[src/common/readout_pkg.sv]
// shared widths, field constants and command codes for the trigger readout path; imported by all RTL
package readout_pkg;

  // channel and bus sizes
  localparam int num_chan    = 5;
  localparam int chan_word_w = 32;
  localparam int daq_word_w  = 64;
  localparam int dest_w      = 4;

  // reply field widths
  localparam int tag_w   = 18; // tag and fill type
  localparam int burst_w = 21;
  localparam int trig_w  = 24;
  localparam int count_w = 20; // trailer word count

  // second word of every channel readout command
  localparam logic [chan_word_w-1:0] cmd_read_code = 32'h0000_0008;

  // fixed crate header pieces
  localparam logic [chan_word_w-1:0] amc_hdr1_low  = 32'h000f_ffff; // twenty ones
  localparam logic [daq_word_w-1:0]  amc_hdr2_word = 64'h0000_0000_0000_0001;

  // marker at the top of channel header A
  localparam logic [1:0] chan_hdr_tag = 2'b01;

endpackage

[src/logic/channel_reader.sv]
// reads one channel reply, holds its header fields for the formatter and packs payload pairs
`timescale 1ns/100ps

module channel_reader (
  input  logic                                clk,
  input  logic                                rst,
  input  logic                                chan_start,
  input  logic [readout_pkg::chan_word_w-1:0] chan_rx_fifo_data,
  input  logic                                chan_rx_fifo_valid,
  input  logic                                hdr_taken,
  input  logic                                pair_taken,
  output logic                                chan_rx_fifo_ready,
  output logic [readout_pkg::trig_w-1:0]      trig_num,
  output logic [readout_pkg::chan_word_w-1:0] ddr_addr,
  output logic [readout_pkg::burst_w-1:0]     burst_count,
  output logic [readout_pkg::tag_w-1:0]       tag_filltype,
  output logic                                hdr_valid,
  output logic [readout_pkg::daq_word_w-1:0]  pair_data,
  output logic                                pair_valid,
  output logic                                chan_done
);
  import readout_pkg::*;

  typedef enum logic [2:0] {R_IDLE, R_HDR, R_LO, R_HI, R_PAIR} state_t;

  state_t           state;
  logic [2:0]       hdr_idx;  // reply header word index
  logic [burst_w:0] pair_cnt; // 2*burst+2 pairs per channel
  logic             rx_fire;

  assign chan_rx_fifo_ready = (state == R_HDR) || (state == R_LO) || (state == R_HI);
  assign rx_fire            = chan_rx_fifo_valid && chan_rx_fifo_ready;

  always_ff @(posedge clk) begin
    if (rst) begin
      state      <= R_IDLE;
      hdr_idx    <= '0;
      pair_cnt   <= '0;
      hdr_valid  <= 1'b0;
      pair_valid <= 1'b0;
      chan_done  <= 1'b0;
    end else begin
      chan_done <= 1'b0;
      if (hdr_taken) hdr_valid <= 1'b0;
      case (state)
        R_IDLE: begin
          if (chan_start) begin
            hdr_idx <= '0;
            state   <= R_HDR;
          end
        end
        R_HDR: begin
          if (rx_fire) begin
            hdr_idx <= hdr_idx + 3'd1;
            if (hdr_idx == 3'd5) begin
              hdr_valid <= 1'b1; // payload may be prefetched from here on
              pair_cnt  <= '0;
              state     <= R_LO;
            end
          end
        end
        R_LO: if (rx_fire) state <= R_HI;
        R_HI: begin
          if (rx_fire) begin
            pair_valid <= 1'b1;
            state      <= R_PAIR;
          end
        end
        R_PAIR: begin
          if (pair_taken) begin
            pair_valid <= 1'b0;
            if (pair_cnt == {burst_count, 1'b1}) begin
              chan_done <= 1'b1;
              state     <= R_IDLE;
            end else begin
              pair_cnt <= pair_cnt + (burst_w + 1)'(1);
              state    <= R_LO;
            end
          end
        end
        default: state <= R_IDLE;
      endcase
    end
  end

  // reply fields and payload halves
  always_ff @(posedge clk) begin
    if (rx_fire) begin
      case (state)
        R_HDR: begin
          case (hdr_idx)
            3'd2: trig_num     <= chan_rx_fifo_data[trig_w-1:0];
            3'd3: ddr_addr     <= chan_rx_fifo_data;
            3'd4: burst_count  <= chan_rx_fifo_data[burst_w-1:0];
            3'd5: tag_filltype <= chan_rx_fifo_data[tag_w-1:0];
            default: ; // reply sequence and reply code are dropped
          endcase
        end
        R_LO:    pair_data[chan_word_w-1:0]          <= chan_rx_fifo_data; // first word low
        R_HI:    pair_data[daq_word_w-1:chan_word_w] <= chan_rx_fifo_data;
        default: ;
      endcase
    end
  end

endmodule

[src/logic/daq_formatter.sv]
// builds the DAQ word stream: crate headers, channel headers, payload pairs and the event trailer
`timescale 1ns/100ps

module daq_formatter (
  input  logic                                clk,
  input  logic                                rst,
  input  logic [readout_pkg::trig_w-1:0]      trig_num,
  input  logic [readout_pkg::chan_word_w-1:0] ddr_addr,
  input  logic [readout_pkg::burst_w-1:0]     burst_count,
  input  logic [readout_pkg::tag_w-1:0]       tag_filltype,
  input  logic                                hdr_valid,
  input  logic [readout_pkg::daq_word_w-1:0]  pair_data,
  input  logic                                pair_valid,
  input  logic                                trailer_req,
  input  logic                                daq_ready,
  output logic                                hdr_taken,
  output logic                                pair_taken,
  output logic                                trailer_done,
  output logic [readout_pkg::daq_word_w-1:0]  daq_data,
  output logic                                daq_valid,
  output logic                                daq_header,
  output logic                                daq_trailer,
  output logic                                read_fill_done
);
  import readout_pkg::*;

  typedef enum logic [2:0] {F_WAIT, F_HDR1, F_HDR2, F_CHA, F_CHB, F_PAY, F_TRL} state_t;

  state_t                state;
  logic                  first_chan;   // next channel opens the event
  logic                  trailer_pend; // request arrived while busy
  logic [count_w-1:0]    word_cnt;     // words sent this event
  logic [trig_w-1:0]     evt_trig;
  logic                  daq_fire;
  logic [daq_word_w-1:0] hdr_a_word;
  logic [daq_word_w-1:0] hdr_b_word;

  assign daq_valid      = (state != F_WAIT);
  assign daq_header     = (state == F_HDR1);
  assign daq_trailer    = (state == F_TRL);
  assign read_fill_done = (state == F_TRL);
  assign daq_fire       = daq_valid && daq_ready;
  assign hdr_taken      = (state == F_CHB) && daq_ready;
  assign pair_taken     = (state == F_WAIT) && !hdr_valid && pair_valid; // headers go first
  assign trailer_done   = (state == F_TRL) && daq_ready;

  assign hdr_a_word = {chan_hdr_tag, 12'h000, tag_filltype, 11'h000, burst_count};
  assign hdr_b_word = {6'h00, ddr_addr[25:3], 3'b000, 8'h00, trig_num}; // 8-byte aligned addr

  always_ff @(posedge clk) begin
    if (rst) begin
      state        <= F_WAIT;
      first_chan   <= 1'b1;
      trailer_pend <= 1'b0;
      word_cnt     <= '0;
      evt_trig     <= '0;
    end else begin
      if (trailer_req) trailer_pend <= 1'b1;
      if (daq_fire) word_cnt <= word_cnt + count_w'(1);
      case (state)
        F_WAIT: begin
          if (hdr_valid) begin
            evt_trig <= trig_num;
            state    <= first_chan ? F_HDR1 : F_CHA;
          end else if (pair_valid) begin
            state <= F_PAY;
          end else if (trailer_pend) begin
            trailer_pend <= 1'b0;
            state        <= F_TRL;
          end
        end
        F_HDR1: begin
          if (daq_ready) begin
            first_chan <= 1'b0;
            state      <= F_HDR2;
          end
        end
        F_HDR2: if (daq_ready) state <= F_CHA;
        F_CHA:  if (daq_ready) state <= F_CHB;
        F_CHB:  if (daq_ready) state <= F_WAIT;
        F_PAY:  if (daq_ready) state <= F_WAIT;
        F_TRL: begin
          if (daq_ready) begin
            first_chan <= 1'b1; // event closed
            word_cnt   <= '0;
            evt_trig   <= '0;
            state      <= F_WAIT;
          end
        end
        default: state <= F_WAIT;
      endcase
    end
  end

  // output word is loaded one step ahead of the state that presents it
  always_ff @(posedge clk) begin
    case (state)
      F_WAIT: begin
        if (hdr_valid) begin
          daq_data <= first_chan ? {8'h00, trig_num, amc_hdr1_low} : hdr_a_word;
        end else if (pair_valid) begin
          daq_data <= pair_data;
        end else if (trailer_pend) begin
          daq_data <= {32'h0000_0000, evt_trig[7:0], 4'h0, word_cnt + count_w'(1)};
        end
      end
      F_HDR1:  if (daq_ready) daq_data <= amc_hdr2_word;
      F_HDR2:  if (daq_ready) daq_data <= hdr_a_word;
      F_CHA:   if (daq_ready) daq_data <= hdr_b_word;
      default: ;
    endcase
  end

endmodule

[src/logic/readout_manager.sv]
// top level of the trigger readout path; connects sequencer, channel reader and DAQ formatter
`timescale 1ns/100ps

module readout_manager (
  input  logic                                clk,
  input  logic                                rst,
  input  logic [readout_pkg::num_chan-1:0]    chan_en,
  input  logic                                tm_fifo_valid,
  input  logic                                chan_tx_fifo_ready,
  input  logic [readout_pkg::chan_word_w-1:0] chan_rx_fifo_data,
  input  logic                                chan_rx_fifo_valid,
  input  logic                                chan_rx_fifo_last, // reply length comes from burst
  input  logic                                daq_ready,
  output logic                                busy,
  output logic                                tm_fifo_ready,
  output logic                                read_fill_done,
  output logic [readout_pkg::chan_word_w-1:0] chan_tx_fifo_data,
  output logic [readout_pkg::dest_w-1:0]      chan_tx_fifo_dest,
  output logic                                chan_tx_fifo_last,
  output logic                                chan_tx_fifo_valid,
  output logic                                chan_rx_fifo_ready,
  output logic [readout_pkg::daq_word_w-1:0]  daq_data,
  output logic                                daq_valid,
  output logic                                daq_header,
  output logic                                daq_trailer
);
  import readout_pkg::*;

  logic                   chan_start, chan_done, trailer_req, trailer_done;
  logic                   hdr_valid, hdr_taken, pair_valid, pair_taken;
  logic [trig_w-1:0]      trig_num;
  logic [chan_word_w-1:0] ddr_addr;
  logic [burst_w-1:0]     burst_count;
  logic [tag_w-1:0]       tag_filltype;
  logic [daq_word_w-1:0]  pair_data;

  readout_sequencer u_seq (.*);   // trigger and command side
  channel_reader    u_reader (.*); // reply side
  daq_formatter     u_fmt (.*);   // event builder side

endmodule

[src/logic/readout_sequencer.sv]
// accepts triggers, scans the enabled channels and issues the two-word readout command to each
`timescale 1ns/100ps

module readout_sequencer (
  input  logic                                clk,
  input  logic                                rst,
  input  logic [readout_pkg::num_chan-1:0]    chan_en,
  input  logic                                tm_fifo_valid,
  input  logic                                chan_tx_fifo_ready,
  input  logic                                chan_done,
  input  logic                                trailer_done,
  output logic                                tm_fifo_ready,
  output logic                                busy,
  output logic [readout_pkg::chan_word_w-1:0] chan_tx_fifo_data,
  output logic [readout_pkg::dest_w-1:0]      chan_tx_fifo_dest,
  output logic                                chan_tx_fifo_last,
  output logic                                chan_tx_fifo_valid,
  output logic                                chan_start,
  output logic                                trailer_req
);
  import readout_pkg::*;

  typedef enum logic [2:0] {
    S_IDLE,
    S_CHECK,     // look at the enable bit of the current destination
    S_SEND_CSN,
    S_SEND_CC,
    S_WAIT_CHAN, // reader busy with the reply
    S_WAIT_TRL
  } state_t;

  state_t                 state;
  logic [chan_word_w-1:0] seq_num; // command sequence number

  always_ff @(posedge clk) begin
    if (rst) begin
      state             <= S_IDLE;
      seq_num           <= '0;
      chan_tx_fifo_dest <= '0;
      chan_start        <= 1'b0;
      trailer_req       <= 1'b0;
    end else begin
      chan_start  <= 1'b0;
      trailer_req <= 1'b0;
      case (state)
        S_IDLE: begin
          if (tm_fifo_valid) begin
            chan_tx_fifo_dest <= '0;
            state             <= S_CHECK;
          end
        end
        S_CHECK: begin
          if (chan_tx_fifo_dest == dest_w'(num_chan)) begin
            trailer_req <= 1'b1; // past the last channel
            state       <= S_WAIT_TRL;
          end else if (chan_en[chan_tx_fifo_dest[2:0]]) begin
            state <= S_SEND_CSN;
          end else begin
            chan_tx_fifo_dest <= chan_tx_fifo_dest + dest_w'(1); // skip disabled channel
          end
        end
        S_SEND_CSN: if (chan_tx_fifo_ready) state <= S_SEND_CC;
        S_SEND_CC: begin
          if (chan_tx_fifo_ready) begin
            chan_start <= 1'b1; // reply follows on the rx port
            state      <= S_WAIT_CHAN;
          end
        end
        S_WAIT_CHAN: begin
          if (chan_done) begin
            seq_num           <= seq_num + chan_word_w'(1);
            chan_tx_fifo_dest <= chan_tx_fifo_dest + dest_w'(1);
            state             <= S_CHECK;
          end
        end
        S_WAIT_TRL: begin
          if (trailer_done) begin
            seq_num <= seq_num + chan_word_w'(1); // the trailer also takes a number
            state   <= S_IDLE;
          end
        end
        default: state <= S_IDLE;
      endcase
    end
  end

  assign tm_fifo_ready      = (state == S_IDLE) && tm_fifo_valid;
  assign busy               = (state != S_IDLE);
  assign chan_tx_fifo_valid = (state == S_SEND_CSN) || (state == S_SEND_CC);
  assign chan_tx_fifo_last  = (state == S_SEND_CC);
  assign chan_tx_fifo_data  = (state == S_SEND_CC) ? cmd_read_code : seq_num;

endmodule

[config.mk]
export PLATFORM = sky130hd
export DESIGN_NAME = readout_manager
export DESIGN_NICKNAME = d
export VERILOG_FILES = /design/src/common/readout_pkg.sv /design/src/logic/channel_reader.sv /design/src/logic/daq_formatter.sv /design/src/logic/readout_manager.sv /design/src/logic/readout_sequencer.sv
export SDC_FILE = /design/constraint.sdc
export NUM_CORES = 1
export LEC_CHECK = 0
export ABC_AREA = 0
export BUFFER_PORTS_ARGS = -buffer_cell sky130_fd_sc_hd__buf_2
export CAP_MARGIN = 5
export CORE_MARGIN = 4
export CORE_UTILIZATION = 53
export CTS_CLUSTER_SIZE = 25
export DETAILED_ROUTE_END_ITERATION = 12
export PLACE_DENSITY = 0.76
export SYNTH_ARGS = -nofsm -noshare
export SYNTH_HDL_FRONTEND = slang
export SYNTH_SLANG_ARGS = --single-unit
[constraint.sdc]
create_clock -name clk -period 4.9 [get_ports clk]
set_clock_uncertainty 0.05 [all_clocks]
set_input_delay 0.49 -clock clk [delete_from_list [all_inputs] [get_ports clk]]
set_output_delay 0.49 -clock clk [all_outputs]
set_load 0.03 [all_outputs]
Word-level counts from Yosys, hierarchy flattened
Index checks and enable logic that the tools add are counted.

word-level totals
  output and inout bits = 109
  input port bits = 44
  logic and storage cells = 197
  register bits = 322

cells by class
  order comparisons = 1
  reductions and logical operators = 45
  $add $sub $neg = 5
  equality and inequality tests = 43
  bitwise logic cells = 4
  mux-type cells = 76

operators with widths
  operator                                                          count
  64-bit two-way mux                                                6
  64-bit one-hot mux with 4 select lines                            1
  32-bit two-way mux                                                3
  22-bit two-way mux                                                4
  3-bit two-way mux                                                 22
  32-bit one-hot mux with 2 select lines                            1
  63-bit two-way mux                                                1
  20-bit two-way mux                                                3
  22-bit one-hot mux with 2 select lines                            1
  32-bit by 1-bit adder with 32-bit output (second input constant)  1
  2-bit != test (second input constant)                             15
  3-bit one-hot mux with 5 select lines                             2
  3-bit AND reduction                                               9
  3-bit by 2-bit == test with 1-bit output (second input constant)  8
  3-bit == test (second input constant)                             8
  22-bit by 1-bit adder with 22-bit output (second input constant)  1
  22-bit == test                                                    1
  20-bit by 1-bit adder with 20-bit output (second input constant)  1
  5-bit AND reduction                                               4
  3-bit one-hot mux with 6 select lines                             1
  1-bit two-way mux                                                 17
  4-bit two-way mux                                                 4
  8-bit two-way mux                                                 2
  8-bit one-hot mux with 2 select lines                             1
  other kinds (25)                                                  57

Depth between registers and ports, before layout
Gate-level depths: netlist of run 1.

  word-level depth = 6
  mapped depth = 9
  depth with buffers taken out = 8

Cells and area by module
Synthesis of run 1 repeated with hierarchy kept, for this count alone.

unflattened totals
  cell total of the unflattened synthesis = 1,359
  area, all modules = 15,182.1 µm²

modules (own cells, without submodules)
  module             sequential area each (µm²)  instances  area an instance (µm²)  cells each
  channel_reader     5,395.2                     1          6,930.4                 418
  daq_formatter      2,582.5                     1          5,804.3                 634
  readout_sequencer  820.8                       1          2,447.3                 307

Worst setup path before layout of run 1
OpenSTA, ideal clock, no wires.

  kind = reg-to-reg
  start point = register u_reader.pair_valid
  end point = register u_fmt.daq_data[0] (netlist bit) (enable)
  setup time = 507 ps
  buffers on the path = 2
  arrival time = 4,291 ps
  path slack = 52 ps
  required time = 4,343 ps
  clock period less this slack = 4,848 ps
  stages on the path, launching flop included = 5
  cells stage by stage = dfxtp_1 clkbuf_1 clkbuf_1 o31ai_1 a21oi_1

on the way
  cells in the longest elaborated chain, start to end = 2

RTL lines
  element                                             RTL line              source
  start: declaration                                  channel_reader.sv:19  output logic pair_valid,
  start signal: assignment                            channel_reader.sv:40  pair_valid <= 1'b0;
  start signal: assignment                            channel_reader.sv:65  pair_valid <= 1'b1;
  start signal: assignment                            channel_reader.sv:71  pair_valid <= 1'b0;
  4-bit by 3-bit != test with 1-bit output (no line)  -
  5-bit AND reduction (no line)                       -
  end signal: assignment                              daq_formatter.sv:100  daq_data <= first_chan ? {8'h00, trig_num, amc_hdr1_low} : hdr_a_word;
  end signal: assignment                              daq_formatter.sv:102  daq_data <= pair_data;
  end signal: assignment                              daq_formatter.sv:104  daq_data <= {32'h0000_0000, evt_trig[7:0], 4'h0, word_cnt + count_w'(1)};
  end: declaration                                    daq_formatter.sv:19   output logic [readout_pkg::daq_word_w-1:0] daq_data,

Every way passes these cells.
A chain may end at the register's enable or synchronous reset.

Final worst setup path of run 1
  start point = register u_fmt.state[1]
  end point = output port read_fill_done

on the way
  cells in the longest elaborated chain, start to end = 1

RTL lines
  element                   RTL line               source
  start: declaration        daq_formatter.sv:29    state_t state;
  start signal: assignment  daq_formatter.sv:64    state <= first_chan ? F_HDR1 : F_CHA;
  3-bit == test             daq_formatter.sv:41    assign read_fill_done = (state == F_TRL);
  end: declaration          readout_manager.sv:16  output logic read_fill_done,

Every way passes these cells.

==> results of run 1 <==
==> layer usage <==
metal	share of wire, %	vias to the layer above
met4	2.7	2
met2	48	517
met1	41	5339
li1	-	5159
met3	8.0	69
met5	0.047	-
==> cells in the mapped netlist, types with 3 or more instances <==
library cell    n
a211oi_1       10
a21o_1          4
a21oi_1       110
a221o_1         7
a222oi_1        3
a22o_1          5
a22oi_1        17
a311oi_1        4
a31oi_1        15
a41oi_1         4
and2_1         34
and3_1         20
and4_1          7
buf_1          10
clkbuf_1       63
dfxtp_1       105
edfxtp_1      214
ha_1           10
inv_1          31
mux2i_1        44
nand2_1       120
nand2b_1        7
nand3_1        36
nand3b_1        3
nand4_1        25
nor2_1        147
nor2b_1         6
nor3_1         33
nor3b_1         5
nor4_1         13
nor4_2          3
o211ai_1        3
o21a_1          3
o21ai_0        63
o22ai_1        18
o311a_1         3
o31ai_1         4
or3_1          11
xnor2_1        50
xor2_1         16
==> sequential cells by signal (all words and copies together) (netlist names), 2 cells and up, named ones only <==
register,cells
u_reader.pair_cnt,22
u_reader.burst_count,21
u_reader.trig_num,24
u_seq.state,3
u_seq.seq_num,32
u_fmt.evt_trig,8
u_reader.state,3
u_fmt.word_cnt,2
u_reader.hdr_idx,3
u_reader.ddr_addr,23
u_reader.tag_filltype,18
u_seq.chan_tx_fifo_dest,4
u_reader.pair_data,64
u_fmt.daq_data,64
u_fmt.state,3
==> layout make-up <==
cell class                 instances  area share, %
sequential                       319           51.7
timing repair buffer             174           5.71
clock buffer                      44           5.58
inverter                          33          0.751
clock inverter                    16          0.645
multi-input combinational        900           33.0
tap                              341           2.59
==> metrics by stage <==
step                std cells  util [%]  worst slack, ps  hold WS, ps
finish                   1827      61.5             1290          133
CTS                      1827      61.5             1370          117
global route             1827      61.5             1140          120
floorplan                1330         -             52.0          381
detailed placement       1767      57.7             1910          394
global placement         1767      57.7             1900          396
==> worst paths after layout <==
check / to / slack (ps) / cells after the start
max: read_fill_done / 1290 / 4
max reg2reg: register / 1810 / 6
min: u_reader.pair_data[63]$_DFFE_PP_ / 130 / 1
min reg2reg: u_fmt.evt_trig[7]$_SDFFE_PP0P_ / 400 / 2
==> power groups by stage <==
stage          logic [mW]  clock network, mW  registers [mW]
6_report             1.29               2.39            3.12
4_1_cts              1.28               2.42            3.12
3_5_place_dp         1.28                  0            3.18
5_1_grt              1.39               2.54            3.13
3_3_place_gp         1.26                  0            3.17
2_1_floorplan       0.710                  0            3.31
==> kinds of logic (layout without fill, tap and decap cells) <==
group	Yosys count	count (layout)	share of synthesized area, %
buffers and inverters	111	267	3.02
adder cells (fa/ha/maj)	10	10	0.870
AO/OA/AOI/OAI	294	294	12.8
flip-flops	319	319	59.3
XOR/XNOR	66	66	4.02
multiplexers	47	47	3.38
AND/OR/NAND/NOR	483	483	16.6
==> cells in the final DEF (no fill, tap or decap), types with 35 or more instances in the layout <==
cell / n
a21oi_1: 109
buf_2: 151
clkbuf_16: 35
dfxtp_1: 104
edfxtp_1: 214
mux2i_1: 44
nand2_1: 120
nand3_1: 36
nor2_1: 145
o21ai_0: 63
xnor2_1: 50
==> flow_summary.toml, run 1 <==
[status]
status = "finished, final reports clean"

[floorplan]
ios = 153
dieArea_um2 = 29800
die_w_um = 173
num_rows = 60
die_h_um = 173
initial_core_util_pct = 53.6
fp.coreArea_um2 = 26800

[clock_tree]
root_buffer = "clkbuf_16"
holdBufCountCts = 0
h-tree-depth = 2
clk_pin_slew_worst_paths_ps = 60
clock-sinks = 319
clock_path_buffers = 3
cts_tree = "yes"
cts_made_buffers = 34
post_cts_buffers = 0
cts_resized = 0
clk_latency_ps = 510

[global_route]
grt-ovfl-total = 0
grt.busiest_layer = "met2"
grt_pass1_vias = 10300
met1_usage_pct = 31.6
grt_max_degree = 50
antenna_found_initial = 1
grtUsageMet3_pct = 5.09
met2_usage_pct = 39.1
grt_pass1_wl_um = 57200
grt_usage_pct = 23.6

[setup_path]
cp_slowest_cell = "dfxtp_1"
crit_path_end_kind = "primary output"
crit_arrival_ps = 3070
critPathTopFamily = "buffers and inverters"
cpPeakStageDelay_ps = 660
crit_required_ps = 4360
crit_chain = "buf_4 > nand3b_1 > inv_1 > buf_2"
cp-startpoint = "u_fmt.state[1]$_SDFFE_PP0P_"
cp-start-kind = "register"
path_class = "register to primary output"
path_max_fanout = 26
r2r_start = "u_fmt.state[2]$_SDFFE_PP0P_"
path_buf_inv = 3

[drt]
wirelength_um = 36500
dr_total_vias = 11100
route.detailed.drc = 0
via_per_inst = 6.07
wl_per_cell_um = 20.0
ant_nets = 0
dr.pass1.iters = 8
first_iter_violations = 1103

[power]
internal_power_mw = 4.78
clkPwrFrac_pct = 35.1
p_comb_share_pct = 19.0
swShare_pct = 29.8
power_frac_seq_pct = 45.9
p_leak_nw = 5.90
p_switching_mw = 2.03
p_per_area_nw_per_um2 = 413
vdd_ir_drop_max_mv = 0.200
power_mw = 6.81

[placement]
dp_hpwl_um = 24200
placed_area_um2 = 15500
port-buffer-count = 151
gp_congestion = 0.932

[final_layout]
num-nets-final = 1516
fill_cells = 2134
antenna_cells = 0
seqCellArea_um2 = 8530
area_growth_pct = 14.7
drive_gt1_share_pct = 16.8
final_cell_area_um2 = 16500
multi_input_area_um2 = 5440

[timing]
hold_violations = 0
finalCritPeriodShare_pct = 73.7
fmax_mhz = 277
grt_setup_unrepaired = "no"
setup_violations = 0
slew_violations = 0
period_minus_slack_ps = 3610
relSlewSlack_pct = 19.7
worst_pin_slew_ps = 1200
fin_tns_setup_ps = 0

[flow_run]
drv_cap = 0

[synthesis]
synth_top_cell_by_area = "edfxtp_1"
syn_nets = 1384
synthTopCellsByArea = "edfxtp_1, dfxtp_1, nor2_1, a21oi_1, nand2_1"
synth_edf_count = 214
ys_ff_latch = 319
syn_inst = 1330
syn_area_um2 = 14400
synth.avg_cell_area_um2 = 10.8
yosysUniqueCellTypes = 71
yosysWarningCount = 0
synth_flop_cell = "edfxtp_1"
async_flop_share_pct = 0
ys_seq_area_share_pct = 59.3
synth.top_cell.area_share_pct = 44.7

[worst_hold_path]
hp-class = "primary input to register"
min_from = "chan_rx_fifo_data[31]"
Note: power is estimated with default switching activity, not from simulation.
==> inputs of run 2 (changes only) <==
CORE_UTILIZATION = 55   (was 53)
PLACE_DENSITY = 0.75   (was 0.76)
clock period = 3.68 ns   (was 4.9 ns; I/O delays follow)
==> run 2 against run 1 <==
Critical path depth increased by 2. Via count about the same. Die area decreased by 3.5%. Clock power increased by 46%. Worst hold slack got worse by 120 ps. Register-to-register slack got worse by 910 ps. Flip-flop and latch count unchanged. Routed wire length increased by 1.4%. Sequential share of layout area decreased by 0.49 points. Global-route usage increased by 1.7 points. Largest cell class unchanged. Largest power group unchanged. Highest routed layer is now met4.
==> flow_summary.toml, run 2 (same netlist as run 1, synthesis figures left out) <==
[global_route]
antenna_found_initial = 0
grt_usage_pct = 25.3
grt_pass1_wl_um = 58300
grt-ovfl-total = 0
grt_pass1_vias = 10600
grt_max_degree = 63

[final_layout]
fill_cells = 1967
reg.largest.list = "u_fmt.daq_data (64), u_reader.pair_data (64), u_seq.seq_num (32)"
final_cell_mix = "edfxtp_1, buf_2, nor2_1"
area_growth_pct = 15.8
seqCellArea_um2 = 8530
final_cell_area_um2 = 16600
drive_gt1_share_pct = 17.3
multi_input_area_um2 = 5440
final_cell_count_no_fill = 1827
final_common_cell = "edfxtp_1"
num-nets-final = 1526
antenna_cells = 0
fin_util_pct = 65.4

[timing]
whs_ps = 13.1
relSlewSlack_pct = 21.5
fin_tns_setup_ps = 0
worst_pin_slew_ps = 1170
slew_violations = 0
fmax_mhz = 321
finalCritPeriodShare_pct = 84.7
period_minus_slack_ps = 3120
setup_violations = 0
setup_slack_ps = 564
grt_setup_unrepaired = "no"
hold_violations = 0

[clock_tree]
cts_resized = 0
root_buffer = "clkbuf_16"
holdBufCountCts = 0
cts_tree = "yes"
cts_made_buffers = 35
clk_pin_slew_worst_paths_ps = 60
h-tree-depth = 2
clk_latency_ps = 510
clock_path_buffers = 3
clock-sinks = 319
post_cts_buffers = 0

[setup_path]
crit_path_end_kind = "primary output"
crit_required_ps = 3260
crit_arrival_ps = 2700
cp-start-kind = "register"
path_class = "register to primary output"
path_max_fanout = 27
reg2reg_slack_ps = 900

[placement]
place_ws_ps = 1050
dp_hpwl_um = 24900
placed_area_um2 = 15500
port-buffer-count = 151
gp_congestion = 0.976
dp.cells = 1765

[drt]
dr_total_vias = 11100
dr.pass1.iters = 6
via_per_inst = 6.07
route.detailed.drc = 0
wirelength_um = 37000
wl_per_cell_um = 20.2
ant_nets = 0
first_iter_violations = 1263

[power]
p_leak_nw = 6.00
vdd_ir_drop_max_mv = 0.441
p_per_area_nw_per_um2 = 566
power_mw = 9.41

[floorplan]
ios = 153
fp.coreArea_um2 = 25500
initial_core_util_pct = 56.4
num_rows = 58
dieArea_um2 = 28800
die_w_um = 170
die_h_um = 170

[flow_run]
drv_cap = 0

[status]
status = "finished, final reports clean"

[worst_hold_path]
hp-class = "primary input to register"
## run 2: changes by cell type in the layout (fill, tap and decap cells not counted)
cell	change
buf_4	+9
bufinv_16	+4
clkinv_2	-2
clkbuf_1	+1
inv_6	-1
## run 2: layout make-up
cell class | instances | area share, %
inverter | 33 | 0.744
tap | 330 | 2.48
sequential | 319 | 51.2
multi-input combinational | 900 | 32.7
timing repair buffer | 183 | 6.06
clock buffer | 45 | 5.55
clock inverter | 17 | 1.25
## run 2: path summary, 6_finish.rpt
kind / startpoint / endpoint / depth (start not counted)
setup reg to reg: u_fmt.state[1]$_SDFFE_PP0P_ / u_fmt.daq_data[11]$_DFFE_PP_ / 6
setup / recovery: u_seq.state[0]$_SDFFE_PP0P_ / chan_tx_fifo_data[20] / 6
hold reg to reg: u_fmt.evt_trig[4]$_SDFFE_PP0P_ / u_fmt.evt_trig[4]$_SDFFE_PP0P_ / 2
hold / removal: chan_rx_fifo_data[29] / u_reader.pair_data[29]$_DFFE_PP_ / 1
## run 2: per-layer routing
layer | part of all wire (%) | track usage (%)
met5 | 0 | 0
met4 | 2.5 | 7.18
met3 | 8.7 | 4.54
met2 | 48 | 41.4
met1 | 41 | 35.0
## run 2: worst max-delay path: stages, from the launching register on
cell      delay (ps)
dfxtp_1          490
inv_1            210
nor2_1           100
nand2_1          550
clkinv_1         440
nor2_1           180
buf_2            220
## run 2: power by group
group | internal [mW] | switching [mW] | total (mW)
clock | 2.12 | 1.36 | 3.48
sequential | 4.04 | 0.0833 | 4.13
combinational | 0.503 | 1.30 | 1.81
total | 6.67 | 2.75 | 9.41
==> inputs of run 3 (changes only) <==
CORE_UTILIZATION = 53   (was 55)
PLACE_DENSITY = 0.76   (was 0.75)
clock period = 2.8 ns   (was 3.68 ns; I/O delays follow)
==> run 3 against run 2 <==
Design area increased by 2.1%. Global-route usage decreased by 0.71 points. First-iteration DRC count decreased by 7.4%. Worst hold slack improved by 33 ps. Utilization decreased by 1.9 points. Sequential share of layout area decreased by 1.1 points. Combinational power increased by 39%. Cell count increased by 2.7%. Sequential power increased by 31%. Register-to-register slack got worse by 680 ps.
==> flow_summary.toml, run 3 (same netlist as run 1, synthesis figures left out) <==
[status]
status = "finished, final reports clean"

[final_layout]
antenna_cells = 0
final_cell_mix = "edfxtp_1, buf_2, nor2_1"
multi_input_area_um2 = 5450
fin_util_pct = 63.4
final_common_cell = "edfxtp_1"
area_growth_pct = 18.2
seqCellArea_um2 = 8530
final_cell_area_um2 = 17000
reg.largest.list = "u_fmt.daq_data (64), u_reader.pair_data (64), u_seq.seq_num (32)"
num-nets-final = 1567
final_cell_count_no_fill = 1877
drive_gt1_share_pct = 17.6
fill_cells = 2118

[drt]
dr.pass1.iters = 6
wl_per_cell_um = 20.0
first_iter_violations = 1170
route.detailed.drc = 0
wirelength_um = 37500
via_per_inst = 6.03
ant_nets = 0
dr_total_vias = 11300

[power]
power_mw = 12.2
p_per_area_nw_per_um2 = 716
vdd_ir_drop_max_mv = 0.439
p_leak_nw = 6.14

[floorplan]
dieArea_um2 = 29800
num_rows = 60
die_h_um = 173
fp.coreArea_um2 = 26800
ios = 153
die_w_um = 173
initial_core_util_pct = 53.6

[clock_tree]
clock_path_buffers = 3
clk_latency_ps = 510
clock-sinks = 319
cts_made_buffers = 34
cts_tree = "yes"
h-tree-depth = 2
clk_pin_slew_worst_paths_ps = 60
root_buffer = "clkbuf_16"
post_cts_buffers = 0

[placement]
port-buffer-count = 151
placed_area_um2 = 15600
gp_congestion = 0.946
dp_hpwl_um = 25000
dp.cells = 1786
place_ws_ps = 316

[timing]
hold_violations = 0
relSlewSlack_pct = 22.7
whs_ps = 46.4
fmax_mhz = 387
setup_slack_ps = 215
setup_violations = 0
finalCritPeriodShare_pct = 92.3
worst_pin_slew_ps = 1150
grt_setup_unrepaired = "no"
period_minus_slack_ps = 2580
fin_tns_setup_ps = 0
slew_violations = 0

[global_route]
grt_usage_pct = 24.6
grt_pass1_vias = 11000
grt_pass1_wl_um = 60100
grt-ovfl-total = 0
antenna_found_initial = 0
grt_max_degree = 94

[worst_hold_path]
hp-class = "primary input to register"

[flow_run]
drv_cap = 0

[setup_path]
crit_required_ps = 3160
path_class = "register to register"
crit_arrival_ps = 2940
crit_path_end_kind = "register"
path_max_fanout = 12
cp-start-kind = "register"
run 3: report_power, final:
| part | internal (mW) | switching [mW] |
|---|---|---|
| sequential | 5.31 | 0.0867 |
| clock | 2.47 | 1.77 |
| combinational | 0.746 | 1.77 |
| total | 8.53 | 3.63 |
run 3: critical path, stage by stage, from the launching register on:
cell	delay (ps)
dfxtp_1	430
nor3b_1	360
nand4_1	230
a21oi_1	940
a41oi_1	220
a311oi_1	270
run 3: worst paths after layout:
path,startpoint,to,slack (ps),depth (start not counted)
max reg2reg,u_reader.state[0]$_SDFFE_PP0P_,u_reader.pair_cnt[5]$_SDFFE_PP0P_,220,5
min reg2reg,u_fmt.evt_trig[7]$_SDFFE_PP0P_,u_fmt.evt_trig[7]$_SDFFE_PP0P_,410,2
max,u_reader.state[0]$_SDFFE_PP0P_,u_reader.pair_cnt[5]$_SDFFE_PP0P_,220,5
min,chan_tx_fifo_ready,u_seq.chan_start$_SDFF_PP0_,50,3
run 3: layout make-up:
cell class	count	share of cell area [%]
clock buffers	50	5.85
clock inverters	9	0.331
inverters	33	0.729
multi-input cells	900	32.1
flip-flops and latches	319	50.2
well taps	341	2.51
repair buffers	225	8.33
run 3: timing repair:
action,in CTS,in global routing
hold endpoints to repair,146,0
gates resized for setup,0,1
endpoints found under the setup margin,0,2
hold buffers,32,0
run 3: per-layer routing:
| metal | wire length [µm] | vias to the layer above | global-route usage (%) | share of wire, % |
|---|---|---|---|---|
| met5 | 0 | - | 0 | 0 |
| met2 | 18000 | 512 | 40.7 | 48 |
| met1 | 15400 | 5457 | 33.4 | 41 |
| met3 | 2870 | 87 | 4.11 | 7.6 |
| li1 | - | 5264 | - | - |
| met4 | 1200 | 0 | 8.25 | 3.2 |
